===== config.mk =====
export PLATFORM = sky130hd
export DESIGN_NAME = mem_stage_top
export DESIGN_NICKNAME = d
export VERILOG_FILES = /design/src/hdl/mem_pkg.sv /design/src/hdl/lane_access_if.sv /design/src/hdl/load_align.sv /design/src/hdl/mem_bundle_reg.sv /design/src/hdl/dcache_seq.sv /design/src/hdl/mem_stage_top.sv
export SDC_FILE = /design/constraint.sdc
export NUM_CORES = 1
export LEC_CHECK = 0
export BUFFER_PORTS_ARGS = -buffer_cell sky130_fd_sc_hd__buf_2
export CAP_MARGIN = 20
export CORE_AREA = 2 2 165 167
export CTS_BUF_LIST = sky130_fd_sc_hd__clkbuf_8 sky130_fd_sc_hd__clkbuf_16
export DETAILED_ROUTE_END_ITERATION = 6
export DIE_AREA = 0 0 167 169
export GPL_ROUTABILITY_DRIVEN = 0
export GPL_TIMING_DRIVEN = 0
export PLACE_DENSITY = 0.65
export REMOVE_ABC_BUFFERS = 1
export SLEW_MARGIN = 20
export SYNTH_ARGS = -nofsm -noshare
export SYNTH_HDL_FRONTEND = slang
export SYNTH_SLANG_ARGS = --single-unit

===== constraint.sdc =====
create_clock -name clk -period 9.57 [get_ports clk]
set_input_delay 0 -clock clk [delete_from_list [all_inputs] [get_ports clk]]
set_output_delay 0 -clock clk [all_outputs]
set_load 0.1 [all_outputs]

===== src/hdl/mem_pkg.sv =====
package mem_pkg;

    localparam int XLEN          = 32;
    localparam int REG_AW        = 5;
    localparam int EXC_IN_W      = 5;
    localparam int EXC_OUT_W     = 6;  // bit 0 is ale, upper bits from execute
    localparam int NUM_LANES_DEF = 2;

    typedef enum logic [3:0] {
        MEM_NONE,
        LD_B,
        LD_BU,
        LD_H,
        LD_HU,
        LD_W,
        LL_W,   // plain word load here
        ST_B,
        ST_H,
        ST_W
    } mem_op_e;

    function automatic logic is_load(mem_op_e op);
        return op inside {LD_B, LD_BU, LD_H, LD_HU, LD_W, LL_W};
    endfunction

    function automatic logic is_store(mem_op_e op);
        return op inside {ST_B, ST_H, ST_W};
    endfunction

    function automatic logic misaligned(mem_op_e op, logic [XLEN-1:0] addr);
        case (op)
            LD_H, LD_HU, ST_H: begin
                return addr[0];
            end
            LD_W, LL_W, ST_W: begin
                return |addr[1:0];
            end
            default: begin
                return 1'b0;  // bytes and non-memory ops
            end
        endcase
    endfunction

endpackage


===== src/hdl/lane_access_if.sv =====
`timescale 1ns/1ps

interface lane_access_if
    import mem_pkg::*;
();

    logic            req;    // held until done
    mem_op_e         op;
    logic [XLEN-1:0] addr;
    logic [XLEN-1:0] wdata;
    logic            done;   // one-cycle pulse
    logic [XLEN-1:0] rdata;  // already aligned and extended

    modport bundle (
        output req,
        output op,
        output addr,
        output wdata,
        input  done,
        input  rdata
    );

    modport seq (
        input  req,
        input  op,
        input  addr,
        input  wdata,
        output done,
        output rdata
    );

endinterface


===== src/hdl/load_align.sv =====
`timescale 1ns/1ps

module load_align
    import mem_pkg::*;
(
    input  mem_op_e         op,
    input  logic [1:0]      offset,
    input  logic [XLEN-1:0] raw,
    output logic [XLEN-1:0] data
);

    logic [7:0]  byte_sel;
    logic [15:0] half_sel;

    always_comb begin
        case (offset)
            2'b00: begin
                byte_sel = raw[7:0];
            end
            2'b01: begin
                byte_sel = raw[15:8];
            end
            2'b10: begin
                byte_sel = raw[23:16];
            end
            default: begin
                byte_sel = raw[31:24];
            end
        endcase
    end

    assign half_sel = offset[1] ? raw[31:16] : raw[15:0];  // bit 0 clear for legal halves

    always_comb begin
        case (op)
            LD_B: begin
                data = {{(XLEN-8){byte_sel[7]}}, byte_sel};
            end
            LD_BU: begin
                data = {{(XLEN-8){1'b0}}, byte_sel};
            end
            LD_H: begin
                data = {{(XLEN-16){half_sel[15]}}, half_sel};
            end
            LD_HU: begin
                data = {{(XLEN-16){1'b0}}, half_sel};
            end
            default: begin
                data = raw;  // word loads
            end
        endcase
    end

endmodule


===== src/hdl/mem_bundle_reg.sv =====
`timescale 1ns/1ps

module mem_bundle_reg
    import mem_pkg::*;
#(
    parameter int NUM_LANES = NUM_LANES_DEF
) (
    input  logic                                clk,
    input  logic                                arst_n,
    input  logic                                in_valid,
    input  mem_op_e [NUM_LANES-1:0]             in_op,
    input  logic [NUM_LANES-1:0][XLEN-1:0]      in_addr,
    input  logic [NUM_LANES-1:0][XLEN-1:0]      in_wdata,
    input  logic [NUM_LANES-1:0]                in_rd_we,
    input  logic [NUM_LANES-1:0][REG_AW-1:0]    in_rd_addr,
    input  logic [NUM_LANES-1:0][XLEN-1:0]      in_rd_data,
    input  logic [NUM_LANES-1:0][EXC_IN_W-1:0]  in_excp,
    output logic                                pause_mem,
    output logic                                wb_valid,
    output logic [NUM_LANES-1:0]                wb_we,
    output logic [NUM_LANES-1:0][REG_AW-1:0]    wb_addr,
    output logic [NUM_LANES-1:0][XLEN-1:0]      wb_data,
    output logic [NUM_LANES-1:0][EXC_OUT_W-1:0] commit_excp,
    lane_access_if.bundle                       acc
);

    localparam int LANE_W = (NUM_LANES > 1) ? $clog2(NUM_LANES) : 1;

    logic                                busy;
    logic                                accept;
    logic [NUM_LANES-1:0]                ale;
    logic [NUM_LANES-1:0]                live_d;
    logic [NUM_LANES-1:0]                pend_d;
    logic [NUM_LANES-1:0]                live_q;
    logic [NUM_LANES-1:0]                pending_q;
    logic [LANE_W-1:0]                   sel;

    mem_op_e [NUM_LANES-1:0]             op_q;
    logic [NUM_LANES-1:0][XLEN-1:0]      addr_q;
    logic [NUM_LANES-1:0][XLEN-1:0]      wdata_q;
    logic [NUM_LANES-1:0]                rd_we_q;
    logic [NUM_LANES-1:0][REG_AW-1:0]    rd_addr_q;
    logic [NUM_LANES-1:0][XLEN-1:0]      rd_data_q;  // load result replaces it
    logic [NUM_LANES-1:0][EXC_OUT_W-1:0] excp_q;

    assign accept = in_valid & ~busy;

    // an exception in any lane kills it and every lane above
    always_comb begin
        logic exc_seen;
        exc_seen = 1'b0;
        for (int i = 0; i < NUM_LANES; i++) begin
            ale[i]    = misaligned(in_op[i], in_addr[i]);
            exc_seen  = exc_seen | ale[i] | (|in_excp[i]);
            live_d[i] = ~exc_seen;
            pend_d[i] = live_d[i] & (is_load(in_op[i]) | is_store(in_op[i]));
        end
    end

    always_comb begin
        sel = '0;
        for (int i = NUM_LANES - 1; i >= 0; i--) begin
            if (pending_q[i]) begin
                sel = LANE_W'(i);  // lowest pending wins
            end
        end
    end

    assign acc.req   = |pending_q;
    assign acc.op    = op_q[sel];
    assign acc.addr  = addr_q[sel];
    assign acc.wdata = wdata_q[sel];

    always_ff @(posedge clk or negedge arst_n) begin
        if (!arst_n) begin
            busy      <= 1'b0;
            pending_q <= '0;
            live_q    <= '0;
        end else if (accept) begin
            busy      <= 1'b1;
            pending_q <= pend_d;
            live_q    <= live_d;
        end else begin
            if (wb_valid) begin
                busy <= 1'b0;  // released after the wb pulse
            end
            if (acc.done) begin
                pending_q[sel] <= 1'b0;
            end
        end
    end

    always_ff @(posedge clk) begin
        if (accept) begin
            op_q      <= in_op;
            addr_q    <= in_addr;
            wdata_q   <= in_wdata;
            rd_we_q   <= in_rd_we;
            rd_addr_q <= in_rd_addr;
            rd_data_q <= in_rd_data;
            for (int i = 0; i < NUM_LANES; i++) begin
                excp_q[i] <= {in_excp[i], ale[i]};
            end
        end else if (acc.done && is_load(acc.op)) begin
            rd_data_q[sel] <= acc.rdata;
        end
    end

    assign pause_mem   = busy;
    assign wb_valid    = busy & ~(|pending_q);
    assign wb_we       = {NUM_LANES{wb_valid}} & live_q & rd_we_q;
    assign wb_addr     = rd_addr_q;
    assign wb_data     = rd_data_q;
    assign commit_excp = excp_q;

endmodule


===== src/hdl/dcache_seq.sv =====
`timescale 1ns/1ps

module dcache_seq
    import mem_pkg::*;
(
    input  logic            clk,
    input  logic            arst_n,
    input  logic            dc_addr_ok,
    input  logic            dc_data_ok,
    input  logic [XLEN-1:0] dc_rdata,
    output logic            dc_req,
    output logic            dc_wr,
    output logic [XLEN-1:0] dc_addr,
    output logic [3:0]      dc_wstrb,
    output logic [XLEN-1:0] dc_wdata,
    lane_access_if.seq      acc
);

    typedef enum logic [1:0] {
        IDLE,
        ADDR,
        DATA
    } state_e;

    state_e state;
    state_e state_nxt;

    always_comb begin
        state_nxt = state;
        case (state)
            IDLE: begin
                if (acc.req) begin
                    state_nxt = ADDR;
                end
            end
            ADDR: begin
                if (dc_addr_ok) begin
                    state_nxt = DATA;  // request taken
                end
            end
            DATA: begin
                if (dc_data_ok) begin
                    state_nxt = IDLE;
                end
            end
            default: begin
                state_nxt = IDLE;
            end
        endcase
    end

    always_ff @(posedge clk or negedge arst_n) begin
        if (!arst_n) begin
            state <= IDLE;
        end else begin
            state <= state_nxt;
        end
    end

    assign dc_req  = (state == ADDR);
    assign dc_wr   = is_store(acc.op);
    assign dc_addr = {acc.addr[XLEN-1:2], 2'b00};

    // byte lanes follow the low address bits
    always_comb begin
        case (acc.op)
            ST_B: begin
                dc_wstrb = 4'b0001 << acc.addr[1:0];
                dc_wdata = {4{acc.wdata[7:0]}};
            end
            ST_H: begin
                dc_wstrb = acc.addr[1] ? 4'b1100 : 4'b0011;
                dc_wdata = {2{acc.wdata[15:0]}};
            end
            ST_W: begin
                dc_wstrb = 4'b1111;
                dc_wdata = acc.wdata;
            end
            default: begin
                dc_wstrb = 4'b0000;  // loads
                dc_wdata = acc.wdata;
            end
        endcase
    end

    assign acc.done = (state == DATA) & dc_data_ok;

    load_align load_align_i (
        .op     (acc.op),
        .offset (acc.addr[1:0]),
        .raw    (dc_rdata),
        .data   (acc.rdata)
    );

endmodule


===== src/hdl/mem_stage_top.sv =====
`timescale 1ns/1ps

module mem_stage_top
    import mem_pkg::*;
#(
    parameter int NUM_LANES = NUM_LANES_DEF
) (
    input  logic                                clk,
    input  logic                                arst_n,

    input  logic                                in_valid,
    input  mem_op_e [NUM_LANES-1:0]             in_op,
    input  logic [NUM_LANES-1:0][XLEN-1:0]      in_addr,
    input  logic [NUM_LANES-1:0][XLEN-1:0]      in_wdata,
    input  logic [NUM_LANES-1:0]                in_rd_we,
    input  logic [NUM_LANES-1:0][REG_AW-1:0]    in_rd_addr,
    input  logic [NUM_LANES-1:0][XLEN-1:0]      in_rd_data,
    input  logic [NUM_LANES-1:0][EXC_IN_W-1:0]  in_excp,
    output logic                                pause_mem,  // to pipeline control

    output logic                                dc_req,
    output logic                                dc_wr,
    output logic [XLEN-1:0]                     dc_addr,
    output logic [3:0]                          dc_wstrb,
    output logic [XLEN-1:0]                     dc_wdata,
    input  logic                                dc_addr_ok,
    input  logic                                dc_data_ok,
    input  logic [XLEN-1:0]                     dc_rdata,

    output logic                                wb_valid,
    output logic [NUM_LANES-1:0]                wb_we,
    output logic [NUM_LANES-1:0][REG_AW-1:0]    wb_addr,
    output logic [NUM_LANES-1:0][XLEN-1:0]      wb_data,
    output logic [NUM_LANES-1:0][EXC_OUT_W-1:0] commit_excp
);

    lane_access_if acc_if ();

    mem_bundle_reg #(
        .NUM_LANES (NUM_LANES)
    ) mem_bundle_reg_i (
        .clk         (clk),
        .arst_n      (arst_n),
        .in_valid    (in_valid),
        .in_op       (in_op),
        .in_addr     (in_addr),
        .in_wdata    (in_wdata),
        .in_rd_we    (in_rd_we),
        .in_rd_addr  (in_rd_addr),
        .in_rd_data  (in_rd_data),
        .in_excp     (in_excp),
        .pause_mem   (pause_mem),
        .wb_valid    (wb_valid),
        .wb_we       (wb_we),
        .wb_addr     (wb_addr),
        .wb_data     (wb_data),
        .commit_excp (commit_excp),
        .acc         (acc_if.bundle)
    );

    dcache_seq dcache_seq_i (
        .clk        (clk),
        .arst_n     (arst_n),
        .dc_addr_ok (dc_addr_ok),
        .dc_data_ok (dc_data_ok),
        .dc_rdata   (dc_rdata),
        .dc_req     (dc_req),
        .dc_wr      (dc_wr),
        .dc_addr    (dc_addr),
        .dc_wstrb   (dc_wstrb),
        .dc_wdata   (dc_wdata),
        .acc        (acc_if.seq)
    );

endmodule


==> results of run 1 <==
==> final cells by class <==
class                      count  area, um2
fill                        2027      10400
sequential                   231       6902
timing repair buffer         696       4970
multi-input combinational    473       2944
clock buffer                  27      675.6
tap                          341      426.7
clock inverter                21      95.09
inverter                      21      83.83
antenna                        3      7.507
==> final timing paths <==
check / from / end / slack, ns / cells past startpoint
min in group asynchronous: arst_n / mem_bundle_reg_i.pending_q[0] / 0.47 / 3
setup / recovery: mem_bundle_reg_i.pending_q[0] / dc_wdata[14] / 5.14 / 6
setup reg to reg: mem_bundle_reg_i.pending_q[0] / mem_bundle_reg_i.wb_data[5] / 5.65 / 7
hold / removal: dc_rdata[18] / mem_bundle_reg_i.wb_data[18] / 0.008 / 3
max in group asynchronous: arst_n / dcache_seq_i.state[0] / 8.85 / 3
hold reg to reg: dcache_seq_i.state[1] / dcache_seq_i.state[0] / 0.45 / 1
==> state kept, by name, indices dropped and copies added (netlist names) <==
register                      cells
mem_bundle_reg_i.pause_mem        1
mem_bundle_reg_i.wb_addr         10
mem_bundle_reg_i.commit_excp     12
mem_bundle_reg_i.live_q           2
mem_bundle_reg_i.wdata_q         64
mem_bundle_reg_i.addr_q          64
dcache_seq_i.state                2
mem_bundle_reg_i.rd_we_q          2
mem_bundle_reg_i.op_q             8
mem_bundle_reg_i.wb_data         64
mem_bundle_reg_i.pending_q        2
==> cells by family (layout without fill, tap and decap cells) <==
family,count (synthesis),after routing,synth area share
and+or+nand+nor,249,249,0.1052
DFF,231,231,0.6841
AOI/OAI and AO/OA,173,173,0.1342
buffers and inverters,61,765,0.02654
muxes,47,47,0.04787
xor gates and xnor gates,2,2,0.001737
other,1,5,0.0003717
==> metrics by stage <==
stage          setup TNS, ns  total power [mW]  hold slack, ns
2_1_floorplan              0             2.760         -0.2956
3_3_place_gp         -170.99             3.099         -0.1585
3_5_place_dp               0             3.069         -0.1600
4_1_cts                    0             4.107        0.002025
5_1_grt                    0             4.244        0.005258
6_report                   0             4.110        0.008493
==> worst register-to-register path: cells and delay by family, from the launching register on <==
kind	cells	cell delay, ns
AND/OR/NAND/NOR	3	0.75
AO/OA/AOI/OAI	3	1.85
flip-flops	1	0.48
buffers and inverters	1	0.58
==> cells in the mapped netlist, types with 3 or more instances <==
cell       number  area share
o21ai_0        35       0.017
a2bb2oi_1       9      0.0078
nor2_1         52       0.019
buf_2           7      0.0035
buf_4           4      0.0030
dfrtp_1         7       0.017
mux2i_1        42       0.042
o31ai_1        27       0.020
nor3_1          3      0.0015
a22o_1         15       0.013
clkbuf_1       26      0.0097
a21oi_1        27       0.013
nand3_1        10      0.0050
inv_1          20      0.0074
nand2_1       159       0.059
edfxtp_1      224        0.67
a211oi_1        3      0.0022
or4_1           3      0.0022
nand2b_1        4      0.0025
o31ai_2        10       0.012
mux2_2          3      0.0033
a221o_1        21       0.021
==> per-layer routing <==
metal / track usage / share of wire / vias to the layer above
met5: 0 / 0.00041 / -
met4: 0.08396 / 0.034 / 2
met3: 0.05611 / 0.079 / 68
met2: 0.4337 / 0.52 / 442
met1: 0.2570 / 0.37 / 4357
li1: - / - / 4251
==> power by group <==
group	switching [mW]	internal (mW)
clock network	0.393	0.507
logic	1.40	0.387
registers	0.0548	1.36
total	1.85	2.26
==> what timing repair did <==
| action | 4_1_cts | 5_1_grt |
|---|---|---|
| hold endpoints to repair | 238 | 0 |
| hold buffers | 272 | 0 |
| buffers inserted | 0 | 0 |
| setup endpoints to repair | 0 | 0 |
==> placed cells by master, fill, tap and decap left out, types with 3 or more instances in the layout <==
cell	instances
o31ai_2	10
mux2_2	3
edfxtp_1	224
nor3_1	3
or4_1	3
buf_2	416
nand3_1	10
nor2_1	48
clkinv_4	3
o21ai_0	35
dlygate4sd3_1	272
diode_2	3
a211oi_1	3
dfrtp_1	7
buf_16	3
inv_1	30
clkbuf_16	27
a22o_1	15
a21oi_1	27
buf_12	3
a221o_1	21
mux2i_1	42
nand2b_1	4
clkinv_1	4
nand2_1	159
o31ai_1	27
a2bb2oi_1	9
clkinv_2	5
==> results.txt, run 1 <==
- The flow ran to the end, and the final reports show no timing, DRC or antenna violations.
- Final Max Slew Viols: 0
* Design area: between 15,000 and 20,000 um2
- Yosys mapped a number of flops with a built-in enable equal to between 200 and 250.
- Counting flops with an async set or reset pin after synthesis yields a share of 0.03030.
- After legalization and detailed placement, the total HPWL measured ~22 mm.
* Initial antenna violation count: 4
- Non-filler cells, final: ~1,800
- Hold Vio Cnt, Final: 0
* Initial DRC Count: 663
* Die Footprint: roughly 28,000 um2
- Wires add up to 34.30 mm.
- The later pin in the worst-skew pair is clocked with a latency of roughly 0.53 ns.
- Crit Path Category: flop to primary output
- For this run, the leading register cell type out of synthesis is edfxtp_1.
- Placement Rows: 60
- Measured along the y axis, the die boundary spans ~170 um.
- Synthesis-to-finish area growth: 59.63%
- Counting both buffers and inverters, the worst setup path holds a total of 1.
- The synthesized netlist contains 65 unique library cells.
- Entering global routing, the biggest net connects 86 pins.
- Number of buffers added by the clock tree synthesis step: 26
- During placement, the flow inserted port buffers numbering 416.
- Max Fclk: between 200 and 250 MHz
* Post-placement setup slack: approximately 5.7 ns
- TritonCTS built the clock tree.
- Vias after detailed routing: between 9,000 and 10,000
- Peak VDD IR: between 200 and 250 uV
- Setup repair after global routing left no endpoint under its margin.
- Warnings from Yosys: 0
- Via count of the first global-routing pass: 9,646
- For the pin with the worst max-slew slack, the measured transition is 1.025 ns.
- In this run the number of H-tree levels came out at 1.
* Die Width: about 170 um
- Highest-delay cell along the critical path: nand2_1
* Hold Path Class: primary input to flop
- Most Frequent Cell on Critical Path: nand2_1
* Core area: 26,500 um2
- In the post-route analysis, the smallest setup slack over all paths is 5.141 ns.
- The detail route stage leaves a number of antenna-violating nets equal to 0.
* Global-route wire length before repair: slightly above 50 mm
- I/O pins: 419
- For this run, the share of the core covered by cells in the final layout is 0.6077.
- Power density cells: roughly 260 nW/um2
* Ordered list of cells on the worst path: nand2b_4 > mux2_4 > nand2_1 > nand2_1 > o21ai_0 > buf_2
- The mapped netlist covers about 10,000 um2.
- In the final layout, the share of cells above drive strength 1 is 0.3356.
- Initial core utilization: 0.3807
- For this run, design rule violations remaining after detail routing come to 0.
- STA classifies the critical path endpoint as a primary output.
- Cell family with most CP delay: simple AND/OR/NAND/NOR gates
- Along the worst path, the maximum fanout reaches 33.
- Period minus WS final: roughly 4.4 ns
* Root buffer cell: clkbuf_16
- Post-synthesis instance total: 764
- Wire length per cell after detailed routing: 18.92 um
* Clock edge transition at the registers on the reported setup and hold paths: 0.06 ns
- Clock tree synthesis found a total of 231 sinks.
- In the global route stage, overall resource usage came out at 0.2324.
- Summing all placed instances gives a cell area of around 13,000 um2.
* Synthesized flop and latch total: ~230
- Setup violations remaining at the end of the flow were counted as 0.
* Element type at the critical path start: flop
* Total global routing overflow: 0
* Mean Syn Cell Area: between 10 and 15 um2
- Register area share after synthesis: 0.6841
* Post-CTS Resized: 0
- No sink is reached through more buffers than the 3 on the longest clock path.
- At the worst endpoint, the arrival time is ~4.4 ns.
- Final Skew: 0.01437 ns
- Final period utilization: 0.4628
- Across the run, the number of max-cap violations was 0.
- For this design the static power due to leakage is between 7 and 8 nW.
* Largest stage delay on the critical path: 0.78 ns
* Tightest slew margin relative to the limit: 0.3143
- For the worst setup path, the data required time is between 9 and 10 ns.
* Total iterations of the first detailed-routing run: 5
- In the final design database the tool counted between 1,500 and 2,000 nets.
* Vias per cell: around 5.0
- Number of placed instances, taps included: around 1,500
Power figures use the tool's default switching activity.
==> run 2: changes to the inputs <==
CORE_AREA = 2 2 162 164   (was 2 2 165 167)
DIE_AREA = 0 0 164 166   (was 0 0 167 169)
PLACE_DENSITY = 0.67   (was 0.65)
clock period = 4.3 ns   (was 9.57 ns; I/O delays follow)
==> run 2 against run 1 <==
Effect of this change: the run now ends with negative hold slack left; clock skew shrank 0.0046 ns; sequential share of layout area is 0.19 points lower; cell count barely moved; non-clock buffer count is 8 higher; global-route usage rose by 1.6 points; setup slack got worse by 4.8 ns; critical path depth grew 2; register-to-register slack got worse by 5.4 ns; power grew 120%; clock power rose by 120%; largest cell class unchanged; largest power group unchanged; highest routed layer is now met4.
==> results.txt, run 2 (same netlist as run 1, synthesis figures left out) <==
- The number of detailed-routing iterations run before antenna repair is 7 (+2).
- Synthesis-to-finish area growth: 60.35%
- The number of nets with antenna violations after detailed routing came to 0 (unchanged).
- Initial antenna violation count: 4 (unchanged)
- The slack of the critical path is 0.2954 ns (-4.846 ns).
* Crit Path Category: flop to flop
* Final period utilization: 0.9313
- Hold Path Class: primary input to flop
- Hold path start: dc_rdata[28]
* CP endpoint kind: flop
* Total global routing overflow: 0 (unchanged)
* Total of max-cap violations: 0 (unchanged)
* Reg-to-reg slack, setup: 0.30 ns (-5.35 ns)
- In this run the worst setup path terminates at mem_bundle_reg_i.wb_data[7].
* Hold WS: -0.0001756 ns (-0.008669 ns)
- Wire length per cell after detailed routing: 19.38 um (+2.4%)
- The number of top-level pins came to 419 (unchanged).
* Fin nets: 1,715 (+0.41%)
* Vias after detailed routing: 9,281 (+1.8%)
- The power density relative to cell area is 565.8 nW/um2 (+120%).
- The number of buffers created by CTS came to 25 (-3.8%).
* Run status: complete, but fails checks
- The largest individual stage delay along the critical path comes from the cell dlygate4sd3_1.
- The fraction of layout cells with a size suffix above 1 is 0.3363 (+0.0006687).
- The number of remaining DRC errors came to 0 (unchanged).
- Final Max Slew Viols: 0 (unchanged)
- Peak VDD IR: 506.0 uV (+110%)
- The via count of the first global-routing pass came to 9,886 (+2.5%).
- The number of design-rule violations left by the first detailed-router iteration is 876 (+32%).
* Largest driver fanout on the critical path: 40 (+21%)
- The maximum root-to-sink buffer count came to 3 (unchanged).
* Buffer count from post-CTS setup fixing: 0 (unchanged)
* Arrival time at the worst endpoint: 4.28 ns (-0.15 ns)
* H-Tree Level Count: 1 (unchanged)
- Vias per cell: 5.116 (+1.7%)
* End of the worst register-to-register path: mem_bundle_reg_i.wb_data[7]
- Depth of the worst register-to-register path: 8 (+1)
* Worst R2R Start: mem_bundle_reg_i.pending_q[0]
- Global-route usage over all layers: 0.2486 (+0.01612)
- The post-CTS clock slew at the launch and capture registers of the worst setup and hold paths came to 0.06 ns (about the same).
- The pin count of the biggest net entering global routing came to 92 (+7.0%).
- The peak per-stage delay on the critical path was 0.61 ns (-0.17 ns).
* Violated checks: negative hold slack
* Non-filler cells, final: 1,814 (+0.055%)
* Total wirelength of the detailed-routed design: 35.16 mm (+2.5%)
- Worst setup path startpoint: mem_bundle_reg_i.pending_q[0]
- Hold Vio Cnt, Final: 1 (+1)
- The critical path data required time came to 4.58 ns (-4.99 ns).
* Final setup violation count: 0 (unchanged)
- Number of placed instances, taps included: 1,485 (-0.34%)
* Initial core utilization: 0.3938 (+0.01315)
* Final Skew: 0.009746 ns (-0.004620 ns)
- Most common library cell in the layout ignoring fill and taps: buf_2
- The critical path goes through nand2b_4 > buf_16 > a31oi_4 > or3_1 > and2_1 > a221oi_1 > o21ai_0 > dlygate4sd3_1.
- The clock insertion delay at the later pin of the skew report was 0.54 ns (about the same).
* Root buffer cell: clkbuf_16
- The transition at the pin with the smallest max-transition slack came to 1.061 ns (+0.03661 ns).
- Multi-input combinational cell area: 2947 um2 (about the same)
- TritonCTS clock tree: built
- Max Fclk: between 200 and 250 MHz
- Number of input and output port buffers inserted: 416 (unchanged)
- The core footprint was 25,620 um2 (-3.3%).
* Cell family with most CP delay: simple AND/OR/NAND/NOR gates
- Number of buffer and inverter stages on the critical path: 2 (+1)
- Static power due to leakage: 7.070 nW (+0.43%)
* Element type at the critical path start: flop
- Period minus WS final: ~4.0 ns
- Clk sink count: 231 (unchanged)
- The critical path depth in cells was 8 (+2).
* Placement Rows: 59 (-1.7%)
- Top library cells by usage in the layout, fill and taps aside: buf_2 (416), dlygate4sd3_1 (279), edfxtp_1 (224)
- The total power was 9.153 mW (+120%).
- Setup repair after global routing left no endpoint under its margin.
* Register Area: 6902 um2 (unchanged)
* Die Height: 166 um (-1.8%)
- The die extent in x is 164 um (-1.8%).
- Post-placement setup slack: 0.5240 ns (-5.145 ns)
* Die Footprint: 27,220 um2 (-3.5%)
- Global-route wire length before repair: 52.25 mm (+1.4%)
* Tightest slew margin relative to the limit: 0.2907 (-0.02360)
- The number of fill cells was 1,852 (-8.6%).
- The placed wire-length estimate is 21.85 mm (-2.1%).
[run 2: tightest hold or removal path: cells and delay by family]
family          cells  cell delay (ns)
compound gates      1             0.23
buf+inv             1             0.10
simple gates        1             0.09
[run 2: layout make-up]
cell class / instances / share of cell area
Clock inverter: 21 / 0.006961
Antenna cell: 4 / 0.0006188
Timing Repair Buffer: 704 / 0.3139
Sequential cell: 231 / 0.4266
Tap cell: 335 / 0.02591
Multi-Input combinational cell: 473 / 0.1821
Inverter: 21 / 0.005182
Clock buffer: 25 / 0.03867
[run 2: report_power, final]
group	switching [mW]	total [mW]	internal, mW
Combinational	3.14	4.03	0.890
Sequential	0.126	3.16	3.03
Clock	0.904	1.97	1.06
[run 2: timing repair]
item                                   in CTS  in global routing
setup endpoints to repair                   2                  0
gates resized for setup                     1                  0
hold buffers                              279                  0
endpoints found under the hold margin     238                  0
[run 2: per-stage QoR]
stage | area, um2 | utilization | hold WS [ns] | setup TNS (ns)
3_5_place_dp | 12630 | 0.4932 | -0.1513 | 0
6_report | 16180 | 0.6315 | -0.0001756 | 0
3_3_place_gp | 12400 | 0.4842 | -0.1526 | -1517.07
5_1_grt | 16180 | 0.6315 | 0.03366 | 0
2_1_floorplan | 9903 | - | -0.2956 | -880.33
4_1_cts | 16170 | 0.6311 | 0.003204 | 0
[run 2: per-layer routing]
metal	share of wire	track usage	vias up
met5	0	0	-
met3	0.092	0.06169	81
met4	0.035	0.1007	0
met2	0.52	0.4521	501
met1	0.36	0.2747	4411
li1	-	-	4288
[run 2: how the worst min path moves through the flow]
stage	endpoint	slack, ns	cells after the start
after floorplan	dcache_seq_i.state[0]	-0.30	0
after global placement	dcache_seq_i.state[0]	-0.15	1
after detailed placement	dcache_seq_i.state[0]	-0.15	1
after CTS	mem_bundle_reg_i.wb_data[23]	0.003	3
after global routing	mem_bundle_reg_i.wb_data[28]	0.03	3
final	mem_bundle_reg_i.wb_data[28]	-0.0002	3
==> run 3: changes to the inputs <==
clock period = 4.1 ns   (was 4.3 ns; I/O delays follow)
==> run 3 against run 2 <==
Effect of this change: the flow still finishes with violations (negative hold slack); via count up 0.26%; core utilization up 0.23 points; hold slack worse by 0.0019 ns; non-clock buffer count up 2; fmax up 2.7%; clock skew down 0.0010 ns; die area unchanged; sequential share of layout area down 0.15 points; combinational power up 5.5%; wire length up 0.69%; critical path type unchanged.
==> results.txt, run 3 (same netlist as run 1, synthesis figures left out) <==
- The flow ran to the end, but the final reports show violations.
* Violated checks: negative hold slack
- Initial DRC Count: 958 (+9.4%)
* Total of max-cap violations: 0 (unchanged)
- Vias after detailed routing: 9,305 (+0.26%)
* Worst Path Required: 4.38 ns (-0.20 ns)
- Fin nets: 1,718 (+0.17%)
* Largest net degree at the start of global routing: 92 (unchanged)
* Placement Rows: 59 (unchanged)
* Reg-to-reg slack, setup: 0.20 ns (-0.10 ns)
* Arrival time at the worst endpoint: 4.18 ns (-0.10 ns)
- Final routed DRC violation total: 0 (unchanged)
- The number of nets with antenna violations after detailed routing was 0 (unchanged).
* Final Max Slew Viols: 0 (unchanged)
- Final setup TNS: 0 ns (unchanged)
- Hold Vio Cnt, Final: 1 (unchanged)
* Die Width: 164 um (unchanged)
* Final critical-path setup slack: 0.2000 ns (-0.09547 ns)
- The leakage power figure was 7.087 nW (+0.24%).
- Worst-case clock buffer depth: 3 (unchanged)
- The tightest min-delay check is of the primary input to flop type.
* Setup repair after global routing missed its margin: no
- Max Fclk: 256.4 MHz (+2.7%)
- In the layout the commonest cells are buf_2 (416), dlygate4sd3_1 (279), edfxtp_1 (224).
- Total global routing overflow: 0 (unchanged)
- In this run the worst setup path begins at mem_bundle_reg_i.pending_q[1].
- The fraction of layout cells with a size suffix above 1 was 0.3396 (+0.003377).
- Peak VDD IR: 529.0 uV (+4.5%)
- The number of port buffers came to 416 (unchanged).
- Clock tree synthesis selected as its root buffer the cell clkbuf_16.
- The worst clock skew is 0.008708 ns (-0.001038 ns).
- Initial core utilization: 0.3938 (unchanged)
* Die Footprint: 27,220 um2 (unchanged)
- Compared with the post-synthesis result, the final layout area differs by 60.93%.
* Number of buffers added by the clock tree synthesis step: 25 (unchanged)
- The final hold slack is -0.002033 ns (-0.001858 ns).
- Clk Latency, worst-skew pair: 0.53 ns (about the same)
- Vias per cell: 5.121 (about the same)
- Power density cells: 592.4 nW/um2 (+4.7%)
* Via count of the first global-routing pass: 9,886 (unchanged)
* Filler cell count in the final layout: 1,847 (-0.27%)
* Post-placement setup slack: 0.3240 ns (-0.2000 ns)
- The worst register-to-register path ends at mem_bundle_reg_i.wb_data[48].
* Final setup violation count: 0 (unchanged)
- The global-route usage over all layers came to 0.2486 (unchanged).
- Global-route wire length before repair: 52.25 mm (unchanged)
- Total wirelength of the detailed-routed design: 35.40 mm (+0.69%)
* Period minus WS final: 3.900 ns (-0.1045 ns)
- Post-detailed-placement half-perimeter wirelength: 21.85 mm (unchanged)
- Transition at the pin with the smallest max-transition slack: 1.062 ns (+0.0002002 ns)
- The post-CTS clock slew at the launch and capture registers of the worst setup and hold paths is 0.06 ns (about the same).
- Most common library cell in the layout ignoring fill and taps: buf_2
* Depth of the worst register-to-register path: 8 (unchanged)
* Clk sink count: 231 (unchanged)
- TritonCTS built the clock tree.
- I/O pins: 419 (unchanged)
* Crit Path Category: flop to flop
- Total iterations of the first detailed-routing run: 5 (-2)
- The worst register-to-register path begins at mem_bundle_reg_i.pending_q[1].
- Core area: 25,620 um2 (unchanged)
* Wire length per cell after detailed routing: 19.48 um (+0.53%)
* Final period utilization: 0.9512 (+0.01993)
- The most critical setup path has its endpoint at mem_bundle_reg_i.wb_data[48].
* Largest driver fanout on the critical path: 19 (-53%)
- The worst setup path is captured at a flop.
- Die Height: 166 um (unchanged)
* Element type at the critical path start: flop
- The initial antenna violation count was 4 (unchanged).
* Tightest slew margin relative to the limit: 0.2905 (about the same)
- The fraction of the core area covered by cells at the end of the flow is 0.6338 (+0.002295).
- The number of levels the H-tree was split into was 1 (unchanged).
-- run 3: worst max-delay path, cell delays in order, from the launching register on --
cell and delay [ns]:
dfrtp_1 0.64, and2b_2 0.40, mux2_2 0.54, a211oi_2 0.32
nor3_4 0.15, a211oi_4 0.67, buf_8 0.24, o31ai_1 0.09
dlygate4sd3_1 0.60
-- run 3: report_power, final --
part	internal, mW	switching (mW)	leakage (nW)
Sequential	3.18	0.132	2.21
Combinational	0.951	3.30	4.48
Clock	1.11	0.945	0.393
Total	5.25	4.37	7.09
-- run 3: worst min path at each step --
| stage | startpoint | cells after the start | slack [ns] | to |
|---|---|---|---|---|
| 2_1_floorplan | arst_n | 0 | -0.30 | dcache_seq_i.state[0] |
| 3_3_place_gp | arst_n | 1 | -0.15 | dcache_seq_i.state[0] |
| 3_5_place_dp | arst_n | 1 | -0.15 | dcache_seq_i.state[0] |
| 4_1_cts | dc_rdata[23] | 3 | 0.003 | mem_bundle_reg_i.wb_data[23] |
| 5_1_grt | dc_rdata[28] | 3 | 0.03 | mem_bundle_reg_i.wb_data[28] |
| 6_report | dc_rdata[28] | 3 | -0.002 | mem_bundle_reg_i.wb_data[28] |
-- run 3: area by class of cell --
class | count | area [um2] | area share
Sequential cell | 231 | 6903 | 0.4252
Timing Repair Buffer | 706 | 5105 | 0.3144
Multi-Input combinational cell | 474 | 2977 | 0.1833
Clock buffer | 25 | 625.6 | 0.03853
Tap cell | 335 | 419.2 | 0.02582
Clock inverter | 21 | 112.6 | 0.006936
Inverter | 21 | 83.83 | 0.005163
Antenna cell | 4 | 10.01 | 0.0006165
-- run 3: what timing repair did --
action                                  in CTS  in global routing
endpoints found under the setup margin      18                 15
pin swaps                                    0                  1
gates resized for setup                      1                  5
hold buffers                               279                  0
gates cloned                                 0                  1
hold endpoints to repair                   238                  0
buffers inserted                             0                  2
-- run 3: routing by layer --
| layer | routed length, um | global-route usage | vias up |
|---|---|---|---|
| met5 | 0 | 0 | - |
| met4 | 1281 | 0.1007 | 0 |
| met3 | 3323 | 0.06169 | 77 |
| met2 | 18320 | 0.4521 | 536 |
| met1 | 12480 | 0.2747 | 4404 |
| li1 | - | - | 4288 |
-- run 3: stage by stage --
step,cells,area [um2],power (mW)
finish,1817,16240,9.619
global route,1817,16240,9.965
CTS,1810,16170,9.578
detailed placement,1485,12630,7.183
global placement,1476,12400,7.234
floorplan,725,9903,6.443
